### src/rtl/mem_pkg.sv
//////////////////////////////
// Memory subsystem package
// Bus and array widths, access phases, timer steps
//////////////////////////////
`default_nettype none

package mem_pkg;

   //////////////////////////////
   // Bus side types
   //////////////////////////////
   typedef logic [31:0]  bus_word_t;
   typedef logic [15:0]  bus_addr_t;
   typedef logic [2:0]   size_code_t;
   // One-hot: bit 0 icache, bit 1 dcache, bit 2 DMA
   typedef logic [2:0]   dest_t;
   typedef logic [1:0]   beat_idx_t;

   //////////////////////////////
   // Array side types
   //////////////////////////////
   typedef logic [14:0]  mem_addr_t;
   typedef logic [9:0]   row_idx_t;
   // Byte 0 sits in bits 7:0
   typedef logic [127:0] line_t;
   typedef logic [255:0] row_t;
   typedef logic [31:0]  byte_mask_t;

   // Phase of the access stage timer
   typedef enum logic [1:0]
   {
      ACC_IDLE,
      ACC_WAIT,
      ACC_STROBE,
      ACC_DONE
   } access_state_t;

   localparam int BEATS_PER_LINE = 4;

   // Thermometer positions of the memory timer
   localparam int WRITE_STROBE_STEP = 2;
   localparam int READ_SAMPLE_STEP  = 3;
   localparam int DONE_STEP         = 6;

endpackage

`default_nettype wire

### src/rtl/bus_slave_port.sv
//////////////////////////////
// Bus slave port: gathers inbound beats into
// a write line or a single-beat read request
//////////////////////////////
`timescale 1ns/1ns
`default_nettype none

module bus_slave_port
(
   input  logic                bus_clk,
   input  logic                arst_n,
   input  logic                in_valid,
   output logic                in_ready,
   input  logic                in_write,
   input  mem_pkg::bus_addr_t  in_addr,
   input  mem_pkg::size_code_t in_size,
   input  mem_pkg::dest_t      in_src,
   input  mem_pkg::bus_word_t  in_data,
   output logic                req_valid,
   input  logic                req_ready,
   output logic                req_write,
   output mem_pkg::bus_addr_t  req_addr,
   output mem_pkg::size_code_t req_size,
   output mem_pkg::dest_t      req_src,
   output mem_pkg::line_t      req_line
);
   import mem_pkg::*;

   beat_idx_t beat_cnt;
   logic      beat_acc;
   logic      last_beat;
   logic      req_done;

   // Bus is held off while a finished request waits
   assign in_ready  = ~req_valid;
   assign beat_acc  = in_valid & in_ready;
   assign last_beat = (beat_cnt == beat_idx_t'(BEATS_PER_LINE - 1));
   // Read needs one beat, write needs a full line
   assign req_done  = beat_acc & (~in_write | last_beat);

   always_ff @(posedge bus_clk or negedge arst_n)
   begin
      if (!arst_n)
      begin
         req_valid <= 1'b0;
         beat_cnt  <= '0;
      end
      else
      begin
         if (req_done)
            req_valid <= 1'b1;
         else if (req_valid && req_ready)
            req_valid <= 1'b0;

         // Counter wraps back to zero after the fourth beat
         if (beat_acc && in_write)
            beat_cnt <= beat_cnt + beat_idx_t'(1);
      end
   end

   // Request fields come from the first beat
   always_ff @(posedge bus_clk)
   begin
      if (beat_acc && beat_cnt == '0)
      begin
         req_write <= in_write;
         req_addr  <= in_addr;
         req_size  <= in_size;
         req_src   <= in_src;
      end
      if (beat_acc && in_write)
         req_line[32*beat_cnt +: 32] <= in_data;
   end

endmodule

`default_nettype wire

### config.mk
export PLATFORM = sky130hd
export DESIGN_NAME = bus_slave_port
export DESIGN_NICKNAME = d
export VERILOG_FILES = /design/src/rtl/mem_pkg.sv /design/src/rtl/bus_slave_port.sv
export SDC_FILE = /design/constraint.sdc
export NUM_CORES = 1
export LEC_CHECK = 0
export ABC_AREA = 1
export BUFFER_PORTS_ARGS = -buffer_cell sky130_fd_sc_hd__buf_2
export CORE_ASPECT_RATIO = 1.5
export CORE_UTILIZATION = 49
export DETAILED_ROUTE_END_ITERATION = 8
export PLACE_DENSITY_LB_ADDON = 0.15
export SLEW_MARGIN = 5
export SYNTH_ARGS = -nofsm -noshare
export SYNTH_HDL_FRONTEND = slang
export SYNTH_SLANG_ARGS = --single-unit
### constraint.sdc
create_clock -name bus_clk -period 3.3 [get_ports bus_clk]
set_input_delay 0.33 -clock bus_clk [delete_from_list [all_inputs] [get_ports bus_clk]]
set_output_delay 0.33 -clock bus_clk [all_outputs]
set_load 0.1 [all_outputs]
# Yosys cells after proc, flatten, opt, wreduce, memory -nomap -nowiden
# Cells that the tools add are included.
# W data, S select, Z words.
# totals
regBits	154
in_bits	59
wordCells	25
# classes
n_addsub	2
n_eq_ne	1
n_shift	2
n_mux	3
n_bitwise	5
n_reduce_logical	5
# op_table
cell	count
$bwmux W128	1
$shift A32 B34 Y128 const A	1
$shiftx A32 B34 Y128	1
$neg A7 Y34	1
$logic_and A1 B1 Y1	3
$add A2 B1 Y2 const B	1
$and A1 B1 Y1	2
$eq A2 B2 Y1 const B	1
$logic_not A2 Y1	1
$mux W1	2
$not A1 Y1	2
$reduce_bool A2 Y1	1
$or A1 B1 Y1	1

# Longest topological paths before layout
# Gate-level depths: netlist of the first run.
# depth
word_depth	4
mapped_depth	9

# Least setup slack after synthesis of the first run
# No wires, ideal clock.
# synth_timing
kind	register to register
startpoint	register req_valid
endpoint	register req_line[0], enable pin
setup_time_ps	421
t_arrival_ps	3333
slack_ps	-455
path_stages_with_launch	4
path_buffers	0
period_less_slack_ps	3755
cell_sequence	dfrtp_1 -> inv_1 -> nand3_1 -> nor2_1
# synth_via
elab_chain_cells	3
# synth_rtl
element	line	source
from (decl)	bus_slave_port.sv:19	output logic req_valid,
from (signal assigned)	bus_slave_port.sv:45	req_valid <= 1'b0;
from (signal assigned)	bus_slave_port.sv:51	req_valid <= 1'b1;
from (signal assigned)	bus_slave_port.sv:53	req_valid <= 1'b0;
$not A1 Y1	bus_slave_port.sv:35	assign in_ready = ~req_valid;
via in_ready	bus_slave_port.sv:13	output logic in_ready,
$and A1 B1 Y1	bus_slave_port.sv:36	assign beat_acc = in_valid & in_ready;
$logic_and A1 B1 Y1	bus_slave_port.sv:71	if (beat_acc && in_write)
to (signal, indexed assignment)	bus_slave_port.sv:72	req_line[32*beat_cnt +: 32] <= in_data;
to (decl)	bus_slave_port.sv:25	output mem_pkg::line_t req_line
# The timed path passes the listed nets, and every way through them passes these cells.
# A chain may end at the register's enable or synchronous reset.

# Worst setup path in the final report of the first run
# layout_timing
startpoint	register beat_cnt[0]
endpoint	register req_line[91] (data pin)
# layout_via
elab_chain_cells	3
# layout_rtl
element	line	source
from (decl)	bus_slave_port.sv:29	beat_idx_t beat_cnt;
from (signal assigned)	bus_slave_port.sv:57	beat_cnt <= beat_cnt + beat_idx_t'(1);
$neg A7 Y34 (*)	bus_slave_port.sv:72	
$shiftx A32 B34 Y128 or $shift A32 B34 Y128 (tied branches)	bus_slave_port.sv:72	
$bwmux W128 (*)	bus_slave_port.sv:72	
# Mark *: on every way between the ends. The rest lies on a longest branch, timed or not.

==> results of run 1 <==
[routing by layer]
metal / vias to the layer above / wire, um / global-route usage (%)
li1: 1820 / - / -
met1: 1812 / 4886 / 24.43
met2: 166 / 7227 / 40.08
met3: 23 / 667 / 5.556
met4: 0 / 298 / 8.692
met5: - / 0 / 0
[area by class of cell]
cell class | instances | area [um2] | share of cell area, %
sequential | 154 | 4609 | 61.19
inverter | 41 | 153.9 | 2.043
multi-input combinational | 203 | 912.1 | 12.11
tap | 150 | 187.7 | 2.491
clock buffer | 17 | 425.4 | 5.647
timing repair buffer | 217 | 1104 | 14.65
clock inverter | 15 | 141.4 | 1.877
[worst paths after layout]
| kind | to | slack [ns] | cells after the start |
|---|---|---|---|
| min reg2reg | beat_cnt[1] | 0.60 | 2 |
| min | req_src[2] | 0.09 | 1 |
| max | req_line[91] | 0.87 | 6 |
| max reg2reg | req_line[91] | 0.87 | 6 |
| max in group asynchronous | beat_cnt[0] | 2.95 | 2 |
| min in group asynchronous | req_valid | 0.25 | 2 |
[report_power, final]
part	switching, mW	internal, mW	leakage, nW	total [mW]
logic	1.86	0.332	1.49	2.19
clock network	0.784	1.05	0.272	1.84
registers	0.0777	2.44	1.45	2.51
[metrics by stage]
step | setup TNS [ns] | hold WS [ns] | utilization (%)
2_1_floorplan | -58.20 | 0.03441 | -
3_3_place_gp | 0 | 0.1272 | 60.65
3_5_place_dp | 0 | 0.1295 | 60.65
4_1_cts | 0 | 0.07557 | 65.67
5_1_grt | 0 | 0.07092 | 65.67
6_report | 0 | 0.09005 | 65.67
[sequential cells by signal, indices dropped and copies added, names as in the netlist]
| name | flops |
|---|---|
| req_src | 3 |
| req_addr | 16 |
| req_write | 1 |
| req_size | 3 |
| req_valid | 1 |
| beat_cnt | 2 |
| req_line | 128 |
[layout by cell type (no fill, tap or decap), types with 3 or more instances in the layout]
cell	count
nand2_1	48
inv_2	4
nor2_1	127
clkinvlp_4	3
dfrtp_1	3
clkbuf_16	17
ha_1	6
inv_6	4
nor2_4	4
nand3_1	5
inv_1	37
buf_4	5
buf_2	211
edfxtp_1	151
[Yosys cell counts (all sizes together)]
cell type / n
dfrtp: 3
nand2: 50
buf: 11
or2: 1
nand3: 8
o21ai: 1
inv: 41
clkbuf: 2
nor3: 2
nand4: 2
edfxtp: 151
nor2: 133
ha: 6
[cells by family (layout without fill, tap and decap cells)]
family          count (synthesis)  count (layout)  share of synthesized area (%)
simple gates                  196             196                          13.97
flops                         154             154                          80.52
buf+inv                        54             290                          4.109
fa+ha+maj                       6               6                          1.311
compound gates                  1               1                        0.08735
==> impl_metrics.yaml, run 1 <==
outcome:
  status: "finished clean"
pwr:
  power_mw: 6.539
  leakagePower_nw: 3.211
  ir_worst_vdd_mv: 0.7645
  powerDensity_mw_per_mm2: 868.0
clocking:
  clkSinkCount: 154
  hold_buffers: 1
  cts.clk_slew.worst_paths_ns: 0.06
  cts_htree_levels: 4
  clk_path_buf_depth: 2
  root_buffer: "clkbuf_16"
  cts_buffers: 17
  clk_latency_ns: 0.41
  cts_setup_buffers: 0
  cts_tree: "yes"
  cts_resized: 0
job:
  drv_cap: 0
placement:
  io_buffers: 211
  gp_congestion: 0.7946
  dp_slack_ns: 0.8663
  dpl.cell_count: 764
  placed_cell_area_mm2: 0.006957
  dp_hpwl_mm: 9.104
finish:
  fillers: 899
  nets: 699
  fin_cells: 797
  drive_gt1_share_pct: 40.65
  syn_to_final_growth_pct: 31.61
  antenna_cells: 0
  final_cell_area_mm2: 0.007533
critical_path:
  cp.required_ns: 3.44
  crit_type: "flip-flop to flip-flop"
  cp_slowest_stage_delay_ns: 0.72
  cp_cell_sequence: "inv_2, ha_1, nand2_2, inv_2, nand2_2, nor2_1"
  critical-path-top-delay-family: "flip-flops"
  startpoint_type: "flip-flop"
  reg2reg_from: "beat_cnt[0]"
  cp.buffers_inverters: 2
  crit_path_end_kind: "flip-flop"
  worst-path-max-fanout: 23
  cp.arrival_ns: 2.57
  slowest_stage: "dfrtp_1"
  cp-startpoint: "beat_cnt[0]"
route:
  drc: 0
  via_per_inst: 4.794
  first_iter_violations: 235
  ant_nets: 0
  drtPass1Iterations: 6
  wirelength_mm: 13.08
  vias: 3821
  route.detailed.wl_per_inst_um: 16.41
sta:
  setup_violations: 0
  fmax_mhz: 411.6
  fin_crit_ns: 2.430
  slew_headroom_pct: 32.29
  hold_viol: 0
  clock_skew_ns: 0.007016
  worst_slew_pin_slew_ns: 1.013
  fin_crit_sh_pct: 73.63
  maxSlewViolCount: 0
  rsz0062_at_grt: "no"
  fin_ws_ns: 0.8703
yosys:
  yosysWarnings: 0
  synth_top_area_share_pct: 79.21
  synth_nets: 476
  yosysTopAreaCell: "edfxtp_1"
  synth_area_mm2: 0.005724
  ys_ff_latch: 154
  ys_types: 19
  synth_area_per_cell_um2: 13.93
  synthTopCellsByArea: "edfxtp_1 (79%), nor2_1 (8.7%), nand2_1 (3.1%)"
  synthCells: 411
  yosysSeqAreaShare_pct: 80.52
die:
  die_y_um: 134.4
  ioPinCount: 212
  core-area_mm2: 0.01147
  die_area_mm2: 0.01213
  rows: 48
  initial_core_util_pct: 49.90
  die_x_um: 90.25
global_route:
  grt_pass1_wl_mm: 19.50
  grt_max_degree: 33
  overflow: 0
  grt_usage_pct: 21.96
  grt_pass1_vias: 3637
  grt_antenna_before_repair: 0
hold_path:
  hp-class: "input port to flip-flop"
  hp-start: "in_src[2]"
Note: power is estimated with default switching activity, not from simulation.
==> run 2: changes to the inputs <==
--- a/config.mk
+++ b/config.mk
@@ -8,7 +8,7 @@
 export ABC_AREA = 1
 export BUFFER_PORTS_ARGS = -buffer_cell sky130_fd_sc_hd__buf_2
 export CORE_ASPECT_RATIO = 1.5
-export CORE_UTILIZATION = 49
+export CORE_UTILIZATION = 44
 export DETAILED_ROUTE_END_ITERATION = 8
 export PLACE_DENSITY_LB_ADDON = 0.15
 export SLEW_MARGIN = 5
==> constraint.sdc (replaced) <==
create_clock -name bus_clk -period 2.15 [get_ports bus_clk]
set_input_delay 0.215 -clock bus_clk [delete_from_list [all_inputs] [get_ports bus_clk]]
set_output_delay 0.215 -clock bus_clk [all_outputs]
set_load 0.1 [all_outputs]
==> run 2 against run 1 <==
Compared with the run above:
- via count rose by 3.2%
- cell count rose by 4.6%
- first-iteration DRC count fell by 32%
- register-to-register slack got worse by 0.60 ns
- clock skew rose by 0.0075 ns
- design area rose by 4.5%
- hold slack got worse by 0.017 ns
- sequential share of layout area fell by 2.6 points
- total power rose by 58%
- global-route usage rose by 0.19 points
- sequential power rose by 52%
- non-clock buffer count rose by 32
- critical path type unchanged
- largest cell class unchanged
- highest routed layer unchanged
==> impl_metrics.yaml, run 2 (synthesis gave the netlist of run 1 again) <==
sta:
  slew_headroom_pct: 59.39
  worst_slew_pin_slew_ns: 0.6085
  maxSlewViolCount: 0
  hold_viol: 0
  fmax_mhz: 531.0
  setup_violations: 0
  fin_crit_sh_pct: 87.60
  fin_crit_ns: 1.883
  clock_skew_ns: 0.01448
  rsz0062_at_grt: "no"
  fin_ws_ns: 0.2667
job:
  drv_cap: 0
clocking:
  clkSinkCount: 154
  cts_tree: "yes"
  clk_latency_ns: 0.42
  cts_htree_levels: 4
  cts_buffers: 17
  clk_path_buf_depth: 2
  cts.clk_slew.worst_paths_ns: 0.06
  root_buffer: "clkbuf_16"
critical_path:
  slowest_stage: "nand3_2"
  cp.required_ns: 2.39
  cp_slowest_stage_delay_ns: 0.50
  worst-path-max-fanout: 26
  r2r_slack_ns: 0.27
  worst-path-stages: 4
  crit_path_end_kind: "flip-flop"
  startpoint_type: "flip-flop"
  critical-path-top-delay-family: "simple AND/OR/NAND/NOR gates"
  cp.arrival_ns: 2.12
  crit_type: "flip-flop to flip-flop"
  cp_cell_sequence: "inv_1, ha_1, nand3_2, nor2_1"
  r2r_cells: 4
  cp.buffers_inverters: 1
placement:
  dp_slack_ns: 0.2518
  io_buffers: 211
  gp_congestion: 0.7874
  dp_hpwl_mm: 9.591
hold_path:
  hp-class: "input port to flip-flop"
  whs_path_depth: 3
finish:
  nets: 731
  most-common-layout-cells: "buf_2 (211), edfxtp_1 (151), nor2_1 (127)"
  syn_to_final_growth_pct: 37.57
  largest_reg_flops: 128
  layout_commonest_cell: "buf_2"
  reg_top3: "req_line (128), req_addr (16)"
  fillers: 1024
  regMostFlops: "req_line"
  antenna_cells: 0
  drive_gt1_share_pct: 40.41
global_route:
  grt_pass1_wl_mm: 21.25
  overflow: 0
  grt_max_degree: 29
  grt_antenna_before_repair: 0
  grt_pass1_vias: 3953
  grt_usage_pct: 22.15
route:
  vias: 3943
  route.met2.wl_mm: 7.615
  wirelength_mm: 14.02
  via_per_inst: 4.728
  met3_length_um: 884
  wl_met1_mm: 5.149
  topRoutingLayerUsed: "met4"
  first_iter_violations: 159
  route.detailed.wl_per_inst_um: 16.81
  drtPass1Iterations: 5
  drc: 0
  ant_nets: 0
die:
  die_area_mm2: 0.01348
  die_y_um: 141.7
  die_x_um: 95.13
  core-area_mm2: 0.01257
  initial_core_util_pct: 45.52
  ioPinCount: 212
  rows: 50
pwr:
  powerDensity_mw_per_mm2: 1311
  leakagePower_nw: 3.363
  ir_worst_vdd_mv: 0.7042
  power_mw: 10.32
outcome:
  status: "finished clean"
## run 2: changes by cell type in the layout (fill, tap and decap cells not counted), sizes merged
cell | previous run | this run
clkinv | 5 | 7
inv | 47 | 41
clkbuf | 17 | 18
buf | 216 | 226
dlygate4sd3 | 1 | 23
bufinv | 1 | 3
## run 2: metal layers
metal  global-route usage, %  up-vias
met3                   6.163       23
met5                       0        -
li1                        -     1887
met1                   25.27     1868
met4                   10.53        0
met2                   37.74      165
## run 2: tightest hold or removal path, stage by stage
cell     delay [ns]
buf_2          0.07
or2_2          0.09
o21ai_0        0.07
## run 2: area by class of cell
type	instances	area, um2	area share [%]
flip-flops and latches	154	4613	58.58
repair buffers	249	1399	17.76
multi-input cells	203	929.6	11.80
clock buffers	18	429.2	5.450
well taps	156	195.2	2.479
inverters	41	157.7	2.002
clock inverters	13	151.4	1.922
## run 2: what timing repair did
item	4_1_cts	5_1_grt
setup endpoints to repair	0	0
hold buffers	23	0
endpoints found under the hold margin	25	0
resized for setup	0	0
buffers inserted	0	0
## run 2: where the power goes
group / switching [mW] / leakage, nW / internal [mW]
sequential: 0.0763 / 1.44 / 3.74
combinational: 2.96 / 1.64 / 0.605
clock: 1.14 / 0.283 / 1.81
total: 4.17 / 3.36 / 6.15
## run 2: metrics by stage
| stage | cell area, um2 | instances | setup TNS, ns | hold slack, ns | utilization [%] |
|---|---|---|---|---|---|
| 4_1_cts | 7875 | 834 | 0 | 0.04924 | 62.63 |
| 5_1_grt | 7875 | 834 | 0 | 0.04884 | 62.63 |
| 6_report | 7875 | 834 | 0 | 0.07270 | 62.63 |
| 3_5_place_dp | 7064 | 780 | 0 | 0.02510 | 56.18 |
| 2_1_floorplan | 5782 | 411 | -8.401 | -0.08059 | - |
| 3_3_place_gp | 7064 | 780 | 0 | 0.01936 | 56.18 |
## run 2: worst paths after layout
path | endpoint | from
setup / recovery | req_line[53] | beat_cnt[1]
hold / removal | req_valid | req_ready
setup reg to reg | req_line[53] | beat_cnt[1]
hold reg to reg | beat_cnt[1] | beat_cnt[1]
max in group asynchronous | req_valid | arst_n
min in group asynchronous | beat_cnt[1] | arst_n
