### src/rtl/mem_pkg.sv
//////////////////////////////
// Memory subsystem package
// Bus and array widths, access phases, timer steps
//////////////////////////////
`default_nettype none

package mem_pkg;

   //////////////////////////////
   // Bus side types
   //////////////////////////////
   typedef logic [31:0]  bus_word_t;
   typedef logic [15:0]  bus_addr_t;
   typedef logic [2:0]   size_code_t;
   // One-hot: bit 0 icache, bit 1 dcache, bit 2 DMA
   typedef logic [2:0]   dest_t;
   typedef logic [1:0]   beat_idx_t;

   //////////////////////////////
   // Array side types
   //////////////////////////////
   typedef logic [14:0]  mem_addr_t;
   typedef logic [9:0]   row_idx_t;
   // Byte 0 sits in bits 7:0
   typedef logic [127:0] line_t;
   typedef logic [255:0] row_t;
   typedef logic [31:0]  byte_mask_t;

   // Phase of the access stage timer
   typedef enum logic [1:0]
   {
      ACC_IDLE,
      ACC_WAIT,
      ACC_STROBE,
      ACC_DONE
   } access_state_t;

   localparam int BEATS_PER_LINE = 4;

   // Thermometer positions of the memory timer
   localparam int WRITE_STROBE_STEP = 2;
   localparam int READ_SAMPLE_STEP  = 3;
   localparam int DONE_STEP         = 6;

endpackage

`default_nettype wire

### src/rtl/bus_master_port.sv
//////////////////////////////
// Bus master port: requests the bus and
// returns a read line as four beats
//////////////////////////////
`timescale 1ns/1ns
`default_nettype none

module bus_master_port
(
   input  logic               bus_clk,
   input  logic               arst_n,
   input  logic               ret_valid,
   output logic               ret_ready,
   input  mem_pkg::bus_addr_t ret_addr,
   input  mem_pkg::dest_t     ret_src,
   input  mem_pkg::line_t     ret_line,
   output logic               br,
   input  logic               bg,
   output logic               out_valid,
   input  logic               out_ready,
   output mem_pkg::bus_addr_t out_addr,
   output mem_pkg::dest_t     out_dest,
   output mem_pkg::bus_word_t out_data
);
   import mem_pkg::*;

   logic      held;
   beat_idx_t beat;
   bus_addr_t line_addr;
   dest_t     line_dest;
   line_t     line_buf;
   logic      ret_xfer;
   logic      out_xfer;
   logic      last_beat;

   // One line at a time, next one waits in the access stage
   assign ret_ready = ~held;
   assign ret_xfer  = ret_valid & ret_ready;
   assign out_xfer  = out_valid & out_ready;
   assign last_beat = (beat == beat_idx_t'(BEATS_PER_LINE - 1));

   //////////////////////////////
   // Request, grant and beat control
   //////////////////////////////
   always_ff @(posedge bus_clk or negedge arst_n)
   begin
      if (!arst_n)
      begin
         held      <= 1'b0;
         br        <= 1'b0;
         out_valid <= 1'b0;
         beat      <= '0;
      end
      else if (ret_xfer)
      begin
         held <= 1'b1;
         br   <= 1'b1;
      end
      else if (held && bg && !out_valid)
      begin
         // Grant seen, first beat goes out
         out_valid <= 1'b1;
      end
      else if (out_xfer)
      begin
         beat <= beat + beat_idx_t'(1);
         if (last_beat)
         begin
            out_valid <= 1'b0;
            br        <= 1'b0;
            held      <= 1'b0;
         end
      end
   end

   always_ff @(posedge bus_clk)
   begin
      if (ret_xfer)
      begin
         line_addr <= ret_addr;
         line_dest <= ret_src;
         line_buf  <= ret_line;
      end
   end

   // Lowest word first
   assign out_data = line_buf[32*beat +: 32];
   assign out_addr = {line_addr[15:4], 4'b0000};
   assign out_dest = line_dest;

endmodule

`default_nettype wire

### config.mk
export PLATFORM = sky130hd
export DESIGN_NAME = bus_master_port
export DESIGN_NICKNAME = d
export VERILOG_FILES = /design/src/rtl/mem_pkg.sv /design/src/rtl/bus_master_port.sv
export SDC_FILE = /design/constraint.sdc
export NUM_CORES = 1
export LEC_CHECK = 0
export ABC_AREA = 1
export BUFFER_PORTS_ARGS = -buffer_cell sky130_fd_sc_hd__buf_4
export CORE_ASPECT_RATIO = 1.1
export CORE_MARGIN = 2
export CORE_UTILIZATION = 41
export DETAILED_ROUTE_END_ITERATION = 6
export GPL_ROUTABILITY_DRIVEN = 0
export HOLD_SLACK_MARGIN = 0.03
export PLACE_DENSITY = 0.7
export SYNTH_ARGS = -nofsm -noshare
export SYNTH_HDL_FRONTEND = slang
export SYNTH_SLANG_ARGS = --single-unit
### constraint.sdc
create_clock -name bus_clk -period 3.6 [get_ports bus_clk]
set_input_delay 0.36 -clock bus_clk [delete_from_list [all_inputs] [get_ports bus_clk]]
set_output_delay 0.36 -clock bus_clk [all_outputs]
set_load 0.02 [all_outputs]
== Yosys cells after proc, flatten, opt, wreduce, memory -nomap -nowiden ==
Index checks and enable logic that the tools add are counted.
Storage, ports and cells
  flip-flop bits (word level): 151
  word-level logic and storage cells: 30
  bits of input ports: 152
Operators by class
  bitwise gates (word level): 5
  equality and inequality tests: 2
  reductions and logical operators: 10
  add/subtract/negate cells: 1
  muxes and demuxes: 5
  shifts and indexed selects: 1
Operator list (number)
  indexed part select 128 x 8 -> 32 bit: 1
  AND reduction 3 bit: 3
  nonzero test 2 bit: 4
  2-to-1 mux 1 bit: 5
  inverter 1 bit: 3
  adder 2 x 1 -> 2 bit (second input constant): 1
  bitwise AND 1 bit: 2
  equality test 2 bit (second input constant): 1
  logical AND 1 bit: 2
  inequality test 2 bit (second input constant): 1
  logical NOT 1 bit: 1

== Logic depth before layout (Yosys ltp) ==
Gate-level depths: netlist of the first run.
  word-level depth: 5
  gate-level depth with buffers: 6

== Worst setup path after synthesis of the first run ==
Ideal clock, no wire load.
  path kind: reg2reg
  from: register held
  to: register line_addr[10] (enable)
  slack: -488 ps
  cell stages (with the launch flop): 4
  required time: 3105 ps
  arrival time: 3593 ps
  cells stage by stage: dfrtp_1 -> inv_1 -> nand2_1 -> inv_1
Between the ends
  cells in the longest elaborated chain, start to end: 2
Ends and longest elaborated chain
  from (decl): RTL line bus_master_port.sv:27  | logic held;
  from (signal assigned): RTL line bus_master_port.sv:49  | held <= 1'b0;
  from (signal assigned): RTL line bus_master_port.sv:56  | held <= 1'b1;
  from (signal assigned): RTL line bus_master_port.sv:71  | held <= 1'b0;
  inverter 1 bit: RTL line bus_master_port.sv:37  | assign ret_ready = ~held;
  named net ret_ready: RTL line bus_master_port.sv:13  | output logic ret_ready,
  bitwise AND 1 bit: RTL line bus_master_port.sv:38  | assign ret_xfer = ret_valid & ret_ready;
  named net ret_xfer: RTL line bus_master_port.sv:32  | logic ret_xfer;
  to (signal assigned): RTL line bus_master_port.sv:80  | line_addr <= ret_addr;
  to (decl): RTL line bus_master_port.sv:29  | bus_addr_t line_addr;
The timed path passes the listed nets, and every way through them passes these cells.
A chain may end at the register's enable or synchronous reset.

== Worst setup path in the final report of the first run ==
  from: register beat[0]
  to: output out_data[7]
Between the ends
  cells in the longest elaborated chain, start to end: 1
Ends and longest elaborated chain
  from (decl): RTL line bus_master_port.sv:28  | beat_idx_t beat;
  from (signal assigned): RTL line bus_master_port.sv:66  | beat <= beat + beat_idx_t'(1);
  indexed part select 128 x 8 -> 32 bit: RTL line bus_master_port.sv:87  | assign out_data = line_buf[32*beat +: 32];
  to (decl): RTL line bus_master_port.sv:23  | output mem_pkg::bus_word_t out_data
Every way passes these cells.

==> impl_metrics.yaml, run 1 <==
critical_path:
  cp_class: "flip-flop to primary output"
  critPathRequiredTime_ns: 3.24
  critical_path.endpoint_type: "primary output"
  max_fanout_on_critical_path: 131
  cp_data_arrival_time_ns: 2.26
  startpoint_type_of_the_worst_setup_path: "flip-flop"
timing:
  hold_viol_final: 0
  portion_of_the_clock_cycle_consumed_by_the_worst_path_in_the_final_layout_pct: 72.8
  setup_tns_ns: 0
  layout_min_cycle_time_ns: 2.62
  worst-slew-pin-transition_ns: 1.20
  setup_viol: 0
  rsz0062_at_grt: "false"
  slew_violations: 0
  maximum_operating_frequency_ghz: 0.381
  fin_worst_skew_ns: 0.00674
  slew_headroom_pct: 19.8
power:
  p_leak_nw: 3.60
  powerDensity_nw_per_um2: 737
  power.total_mw: 5.99
  max-vdd-ir-drop_v: 0.000410
synthesis:
  yosys.area.top_type_share_pct: 72.1
  synth.cell_area_um2: 5960
  synth_largest_area_cell: "sky130_fd_sc_hd__edfxtp_1"
  syn-mean-instance-area_um2: 11.6
  post_synth_num_cell_types: 17
  synth-xor-area-share_pct: 0
  synthesis.instances: 513
  synth_compound_gate_area_share_pct: 0.126
  synth-seq-cells: 147
  combinational_family_with_the_most_area_after_synthesis: "simple AND/OR/NAND/NOR gates"
  synthMostInstantiatedCell: "sky130_fd_sc_hd__edfxtp_1"
  dominantRegCellSynth: "sky130_fd_sc_hd__edfxtp_1"
  netlist_top_cells_area: "sky130_fd_sc_hd__edfxtp_1 (72%), sky130_fd_sc_hd__nand2_1 (8.8%), sky130_fd_sc_hd__inv_1 (4.3%), sky130_fd_sc_hd__nor2_1 (4.0%), sky130_fd_sc_hd__or2_2 (3.2%)"
  synth_warnings: 0
  synth.cells.most_frequent: "sky130_fd_sc_hd__edfxtp_1 (143), sky130_fd_sc_hd__nand2_1 (139), sky130_fd_sc_hd__inv_1 (68)"
  post_synth_mux_area_share_pct: 0
  yosys.area_share.simple_pct: 19.1
  post_synth_fa_ha_maj_area_fraction_pct: 0.210
  synth.yosys.seq_area_share_pct: 73.8
  number_of_enable_type_register_cells_in_the_synthesized_netlist: 143
  ys_async_sr_fraction_pct: 2.72
floorplanning:
  placeableCoreArea_um2: 14300
  num_rows: 46
  pin_count: 206
  starting_density_pct: 41.6
  die_outline_area_um2: 15500
  die-height_um: 130
  floorplan.die.width_um: 119
routing:
  remaining_drc_errors: 0
  drtAntennaViolNets: 0
  routed_wirelength_mm: 11.8
  routed-via-count: 3988
  post_drt_wl_per_cell_um: 12.9
  routed_via_density: 4.36
  drt-initial-drc-count: 213
  firstDrtPassIters: 4
clock_network:
  max-clock-path-buffers: 2
  worst_setup_hold_path_clk_slew_ns: 0.06
  cts.sinks: 147
  worstSkewPairLatency_ns: 0.40
  htree_levels: 4
  cts_made_buffers: 17
  tritoncts_clock_tree: "yes"
  clock-root-buffer: "sky130_fd_sc_hd__clkbuf_16"
  count_of_buffers_added_by_post_cts_timing_repair_for_setup: 0
place:
  detailedPlacementHpwl_mm: 7.85
  place_inst: 883
  placement.io_buffers: 197
global_routing:
  grt_overflow: 0
  first_pass_grt_wire_length_mm: 18.2
  grt_antenna_before_repair: 0
  grt_util_all_layers_pct: 15.2
  grt_start_max_net_pins: 132
  grt_pass1_vias: 3877
outcome:
  outcome: "finished clean"
layout:
  area_growth_syn_to_layout_pct: 36.3
  finish.net_count: 864
  drive_gt1_share_pct: 35.5
  sequential_cell_area_um2: 4400
  postLayoutCoreUtil_pct: 56.6
  finalNonFillerCells: 915
  num-fill-cells: 1212
  antenna_cells: 0
  multiInputGateArea_um2: 1170
min_path:
  hold_class: "input pin to flip-flop"
flow_run:
  cap_viol_max_count: 0
==> placed cells by master (no fill, tap or decap), types with 4 or more instances in the layout <==
master                        n
sky130_fd_sc_hd__nand2_1    139
sky130_fd_sc_hd__buf_4      198
sky130_fd_sc_hd__nor2_1      64
sky130_fd_sc_hd__nand3_1     34
sky130_fd_sc_hd__conb_1       4
sky130_fd_sc_hd__or2_2       30
sky130_fd_sc_hd__clkinv_1     4
sky130_fd_sc_hd__clkbuf_16   17
sky130_fd_sc_hd__inv_1       67
sky130_fd_sc_hd__edfxtp_1   143
==> layout make-up <==
type | instances | share of cell area (%)
well taps | 192 | 2.96
flip-flops and latches | 147 | 54.2
clock buffers | 19 | 5.33
multi-input cells | 276 | 14.5
clock inverters | 12 | 1.14
inverters | 69 | 3.24
repair buffers | 200 | 18.7
==> repair_timing <==
action	in CTS	in global routing
resized for setup	0	0
endpoints found under the hold margin	4	0
hold buffers	1	0
==> kinds of logic after synthesis <==
family,count (synthesis)
buffers and inverters,93
AND/OR/NAND/NOR,270
AO/OA/AOI/OAI,1
adder cells (fa/ha/maj),1
other,1
flip-flops,147
==> registers in the layout (all words and copies together), names as in the netlist <==
signal	flops
out_valid	1
line_buf	128
out_dest	3
beat	2
held	1
line_addr	12
==> worst max-delay path, cell delays in order, from the launching register on <==
cell and delay (ns):
sky130_fd_sc_hd__dfrtp_4 1.18, sky130_fd_sc_hd__or2_2 0.25, sky130_fd_sc_hd__nand3_1 0.07, sky130_fd_sc_hd__nand2_1 0.11
sky130_fd_sc_hd__buf_4 0.14
==> metal layers <==
metal | share of wire (%) | up-vias | GRT usage, %
met5 | 0 | - | 0
met4 | 1.5 | 0 | 5.74
met3 | 5.7 | 11 | 5.43
met2 | 52 | 123 | 25.9
met1 | 41 | 1820 | 17.9
li1 | - | 2034 | -
==> where the power goes <==
part | switching (mW) | total, mW | leakage (nW) | internal, mW
Sequential | 0.252 | 2.44 | 1.36 | 2.18
Clock | 0.626 | 1.56 | 0.253 | 0.933
Combinational | 1.15 | 1.99 | 1.99 | 0.843
==> final timing paths <==
path                                     start                      to  slack, ns  cells past startpoint
setup / recovery           beat[0]$_DFFE_PN0P_             out_data[7]       0.98                      4
hold / removal                    ret_line[32]  line_buf[32]$_DFFE_PP_       0.13                      1
setup reg to reg              held$_DFFE_PN0P_  line_buf[12]$_DFFE_PP_       1.55                      4
hold reg to reg            beat[1]$_DFFE_PN0P_     beat[1]$_DFFE_PN0P_       0.56                      2
max in group asynchronous               arst_n     beat[0]$_DFFE_PN0P_       3.20                      2
min in group asynchronous               arst_n     beat[0]$_DFFE_PN0P_       0.29                      2
==> metrics by stage <==
step           instance area (um^2)  hold WS (ns)  setup WS [ns]
2_1_floorplan                  5970        0.0644          0.211
3_3_place_gp                   7580         0.157           1.46
3_5_place_dp                   7580         0.159           1.42
4_1_cts                        8120         0.105          0.952
5_1_grt                        8120        0.0994          0.753
6_report                       8120         0.130          0.978
Note: power is estimated with default switching activity, not from simulation.
==> inputs of run 2 (changes only) <==
--- a/config.mk
+++ b/config.mk
@@ -5,7 +5,7 @@
 export SDC_FILE = /design/constraint.sdc
 export NUM_CORES = 1
 export LEC_CHECK = 0
-export ABC_AREA = 1
+export ABC_AREA = 0
 export BUFFER_PORTS_ARGS = -buffer_cell sky130_fd_sc_hd__buf_4
 export CORE_ASPECT_RATIO = 1.1
 export CORE_MARGIN = 2
@@ -13,7 +13,7 @@
 export DETAILED_ROUTE_END_ITERATION = 6
 export GPL_ROUTABILITY_DRIVEN = 0
 export HOLD_SLACK_MARGIN = 0.03
-export PLACE_DENSITY = 0.7
+export PLACE_DENSITY = 0.69
 export SYNTH_ARGS = -nofsm -noshare
 export SYNTH_HDL_FRONTEND = slang
 export SYNTH_SLANG_ARGS = --single-unit
==> constraint.sdc (replaced) <==
create_clock -name bus_clk -period 2.62 [get_ports bus_clk]
set_input_delay 0.262 -clock bus_clk [delete_from_list [all_inputs] [get_ports bus_clk]]
set_output_delay 0.262 -clock bus_clk [all_outputs]
set_load 0.02 [all_outputs]
==> run 2 against run 1 <==
  * The flow now stops in clock tree synthesis (4_1_cts)
  * Area after synthesis is 11% lower
  * Synthesized cell count is 60% lower
==> impl_metrics.yaml, run 2 <==
outcome:
  outcome: "stopped before the end"
  failed_stage: "clock tree synthesis (4_1_cts)"
  run.stop_error: "[ERROR RSZ-0060] Max buffer count reached."
synthesis:
  synth.cells.most_frequent: "sky130_fd_sc_hd__edfxtp_1 (143), sky130_fd_sc_hd__mux4_2 (29), sky130_fd_sc_hd__buf_4 (4), sky130_fd_sc_hd__dfrtp_1 (4)"
  synth_warnings: 0
  synthesis.instances: 205
  syn-mean-instance-area_um2: 26.0
  synth.cell_area_um2: 5330
  ys_async_sr_fraction_pct: 2.72
  netlist_top_cells_area: "sky130_fd_sc_hd__edfxtp_1 (81%), sky130_fd_sc_hd__mux4_2 (12%), sky130_fd_sc_hd__dfrtp_1 (1.9%), sky130_fd_sc_hd__mux4_1 (1.5%), sky130_fd_sc_hd__buf_12 (1.1%)"
  yosys.area.top_type_share_pct: 80.6
  synth_largest_area_cell: "sky130_fd_sc_hd__edfxtp_1"
  synthMostInstantiatedCell: "sky130_fd_sc_hd__edfxtp_1"
  synth.yosys.seq_area_share_pct: 82.4
  number_of_enable_type_register_cells_in_the_synthesized_netlist: 143
  synth-seq-cells: 147
  post_synth_num_cell_types: 20
  dominantRegCellSynth: "sky130_fd_sc_hd__edfxtp_1"
place:
  placement.io_buffers: 197
  detailedPlacementHpwl_mm: 6.93
  setup_slack_at_placement_ns: 0.602
  place_inst: 554
clock_network:
  post_cts.resized_instances: 0
  cts.hold.buffers_added: 118
  htree_levels: 4
  cts.sinks: 147
  clock-root-buffer: "sky130_fd_sc_hd__clkbuf_16"
  cts_made_buffers: 17
  count_of_buffers_added_by_post_cts_timing_repair_for_setup: 0
  max-clock-path-buffers: 2
floorplanning:
  floorplan.die.width_um: 113
  num_rows: 43
  starting_density_pct: 42.2
  pin_count: 206
  die-height_um: 124
## run 2: changes by cell type after synthesis, sizes merged, moves of 2 or more
cell,previous run,this run
nand2,139,3
inv,69,1
nor2,64,1
nand3,34,1
mux4,0,32
or2,32,0
clkbuf,9,1
buf,15,11
o21ai,0,2
## run 2: kinds of logic after synthesis
family	after synthesis	share of synthesized area, %
flip-flops	147	82.4
multiplexers	33	13.9
AO/OA/AOI/OAI	3	0.329
buffers and inverters	13	2.32
adder cells (fa/ha/maj)	1	0.235
other	1	0.0704
XOR/XNOR	1	0.164
AND/OR/NAND/NOR	6	0.493
## run 2: stage by stage
| step | setup TNS, ns | cell area (um^2) |
|---|---|---|
| after floorplan | -67.53 | 5350 |
| after global placement | 0 | 6990 |
| after detailed placement | 0 | 6990 |
==> inputs of run 3 (changes only) <==
--- a/config.mk
+++ b/config.mk
@@ -7,13 +7,11 @@
 export LEC_CHECK = 0
 export ABC_AREA = 0
 export BUFFER_PORTS_ARGS = -buffer_cell sky130_fd_sc_hd__buf_4
-export CORE_ASPECT_RATIO = 1.1
 export CORE_MARGIN = 2
-export CORE_UTILIZATION = 41
+export CORE_UTILIZATION = 26
 export DETAILED_ROUTE_END_ITERATION = 6
 export GPL_ROUTABILITY_DRIVEN = 0
-export HOLD_SLACK_MARGIN = 0.03
-export PLACE_DENSITY = 0.69
+export PLACE_DENSITY_LB_ADDON = 0.15
 export SYNTH_ARGS = -nofsm -noshare
 export SYNTH_HDL_FRONTEND = slang
 export SYNTH_SLANG_ARGS = --single-unit
==> run 3 against run 2 <==
  * Synthesized cell count unchanged
  * The flow now finishes without violations
  * Area after synthesis unchanged
==> impl_metrics.yaml, run 3 <==
timing:
  setup_viol: 0
  worst-slew-pin-transition_ns: 0.512
  hold_viol_final: 0
  maximum_operating_frequency_ghz: 0.456
  rsz0062_at_grt: "false"
  slew_violations: 0
  fin_hold_ws_ns: 0.0273
  layout_min_cycle_time_ns: 2.20
  portion_of_the_clock_cycle_consumed_by_the_worst_path_in_the_final_layout_pct: 83.8
  slew_headroom_pct: 65.9
  fin_worst_skew_ns: 0.00780
critical_path:
  max_fanout_on_critical_path: 20
  worstReg2RegStart: "held$_DFFE_PN0P_"
  cp_class: "flip-flop to primary output"
  r2r.worst_path.cells: 2
  startpoint_type_of_the_worst_setup_path: "flip-flop"
  critPathRequiredTime_ns: 2.36
  regToRegEndpoint: "line_buf[73]$_DFFE_PP_"
  critical_path.endpoint_type: "primary output"
  crit_end: "out_data[17]"
  setup.reg_to_reg.worst_slack_ns: 1.07
  cp_launch_point: "beat[1]$_DFFE_PN0P_"
  cp_data_arrival_time_ns: 1.93
global_routing:
  grt_antenna_before_repair: 1
  first_pass_grt_wire_length_mm: 19.3
  grt_start_max_net_pins: 65
  grt_util_all_layers_pct: 11.8
  grt_overflow: 0
  grt_pass1_vias: 3788
routing:
  routed-via-count: 3269
  drtAntennaViolNets: 0
  remaining_drc_errors: 0
  routed_wirelength_mm: 12.3
  routed_via_density: 3.98
  firstDrtPassIters: 4
  post_drt_wl_per_cell_um: 15.0
  drt-initial-drc-count: 114
floorplanning:
  num_rows: 52
  starting_density_pct: 26.4
  die-height_um: 147
  floorplan.die.width_um: 147
  die_outline_area_um2: 21700
  placeableCoreArea_um2: 20200
  pin_count: 206
power:
  p_leak_nw: 3.38
  power.total_mw: 7.94
  max-vdd-ir-drop_v: 0.000422
  powerDensity_nw_per_um2: 895
synthesis:
  netlist_top_cells_area: "sky130_fd_sc_hd__edfxtp_1 (81%), sky130_fd_sc_hd__mux4_2 (12%), sky130_fd_sc_hd__dfrtp_1 (1.9%), sky130_fd_sc_hd__mux4_1 (1.5%), sky130_fd_sc_hd__buf_12 (1.1%)"
  dominantRegCellSynth: "sky130_fd_sc_hd__edfxtp_1"
  synth.yosys.seq_area_share_pct: 82.4
  synth_largest_area_cell: "sky130_fd_sc_hd__edfxtp_1"
  number_of_enable_type_register_cells_in_the_synthesized_netlist: 143
  syn-mean-instance-area_um2: 26.0
  synth.cells.most_frequent: "sky130_fd_sc_hd__edfxtp_1 (143), sky130_fd_sc_hd__mux4_2 (29), sky130_fd_sc_hd__buf_4 (4), sky130_fd_sc_hd__dfrtp_1 (4)"
  synth_warnings: 0
  synth-seq-cells: 147
  synthesis.instances: 205
  post_synth_num_cell_types: 20
  ys_async_sr_fraction_pct: 2.72
  synthMostInstantiatedCell: "sky130_fd_sc_hd__edfxtp_1"
  yosys.area.top_type_share_pct: 80.6
  synth.cell_area_um2: 5330
layout:
  drive_gt1_share_pct: 48.8
  area_growth_syn_to_layout_pct: 66.5
  finish.net_count: 691
  max_reg_flops: 128
  finalNonFillerCells: 822
  max_flop_register: "line_buf"
  mostFrequentLayoutCell: "sky130_fd_sc_hd__buf_4"
  postLayoutCoreUtil_pct: 44.0
  commonest_non_fill_non_tap_cells_in_the_layout: "sky130_fd_sc_hd__buf_4 (202), sky130_fd_sc_hd__edfxtp_1 (143), sky130_fd_sc_hd__dlygate4sd3_1 (119)"
clock_network:
  tritoncts_clock_tree: "yes"
  post_cts.resized_instances: 0
  count_of_buffers_added_by_post_cts_timing_repair_for_setup: 0
  cts_made_buffers: 17
  clock-root-buffer: "sky130_fd_sc_hd__clkbuf_16"
  worstSkewPairLatency_ns: 0.41
  cts.sinks: 147
  htree_levels: 4
  worst_setup_hold_path_clk_slew_ns: 0.06
  max-clock-path-buffers: 2
min_path:
  hold_class: "input pin to flip-flop"
  hold_depth: 1
outcome:
  outcome: "finished clean"
flow_run:
  cap_viol_max_count: 0
place:
  place_inst: 670
  placement.io_buffers: 197
  detailedPlacementHpwl_mm: 7.90
-- run 3: cells by family (layout without fill, tap and decap cells) --
logic type               after synthesis  after routing  synth area share (%)
other                                  1              5                0.0704
multiplexers                          33             33                  13.9
buffers and inverters                 13            356                  2.32
adder cells (fa/ha/maj)                1              1                 0.235
AND/OR/NAND/NOR                        6              6                 0.493
AO/OA/AOI/OAI                          3              3                 0.329
XOR/XNOR                               1              1                 0.164
flip-flops                           147            147                  82.4
-- run 3: critical path: stages (launching register included) --
cell and delay [ns]:
sky130_fd_sc_hd__dfrtp_2 0.69, sky130_fd_sc_hd__buf_4 0.31, sky130_fd_sc_hd__mux4_2 0.33, sky130_fd_sc_hd__buf_4 0.18
-- run 3: where the power goes --
part / switching (mW) / total (mW) / internal [mW] / leakage [nW]
Clock: 1.03 / 2.26 / 1.24 / 0.255
Sequential: 0.157 / 3.17 / 3.01 / 1.36
Combinational: 1.23 / 2.51 / 1.28 / 1.76
Total: 2.41 / 7.94 / 5.53 / 3.38
-- run 3: repair_timing --
item | 4_1_cts | 5_1_grt
endpoints found under the hold margin | 114 | 8
setup endpoints to repair | 0 | 0
hold buffers | 111 | 8
-- run 3: cell type report --
type	count	area, um^2
tap	270	338
clock inverter	14	124
timing repair buffer	323	2750
sequential	147	4400
multi-input combinational	48	831
fill	1843	11300
antenna	1	2.50
clock buffer	18	429
inverter	1	3.75
-- run 3: layer usage --
| metal | part of all wire, % | global-route usage [%] | routed length, um | vias to the layer above |
|---|---|---|---|---|
| met5 | 0 | 0 | 0 | - |
| met4 | 1.5 | 4.76 | 187 | 0 |
| met3 | 8.2 | 5.19 | 1010 | 12 |
| met2 | 52 | 20.1 | 6370 | 128 |
| met1 | 39 | 13.0 | 4770 | 1592 |
| li1 | - | - | - | 1537 |
-- run 3: how the worst min path moves through the flow --
stage                       from                     end
floorplan                 arst_n     beat[0]$_DFFE_PN0P_
global placement          arst_n   out_valid$_DFFE_PN0P_
detailed placement        arst_n   out_valid$_DFFE_PN0P_
CTS                 ret_line[18]  line_buf[18]$_DFFE_PP_
global route        ret_line[59]  line_buf[59]$_DFFE_PP_
finish              ret_line[75]  line_buf[75]$_DFFE_PP_
-- run 3: metrics by stage --
stage | setup WS [ns] | setup TNS (ns) | cell area, um^2
after detailed placement | 0.766 | 0 | 7130
after CTS | 0.302 | 0 | 8790
after global placement | 0.730 | 0 | 7130
after floorplan | -0.717 | -67.53 | 5350
after global routing | 0.288 | 0 | 8870
final | 0.425 | 0 | 8870
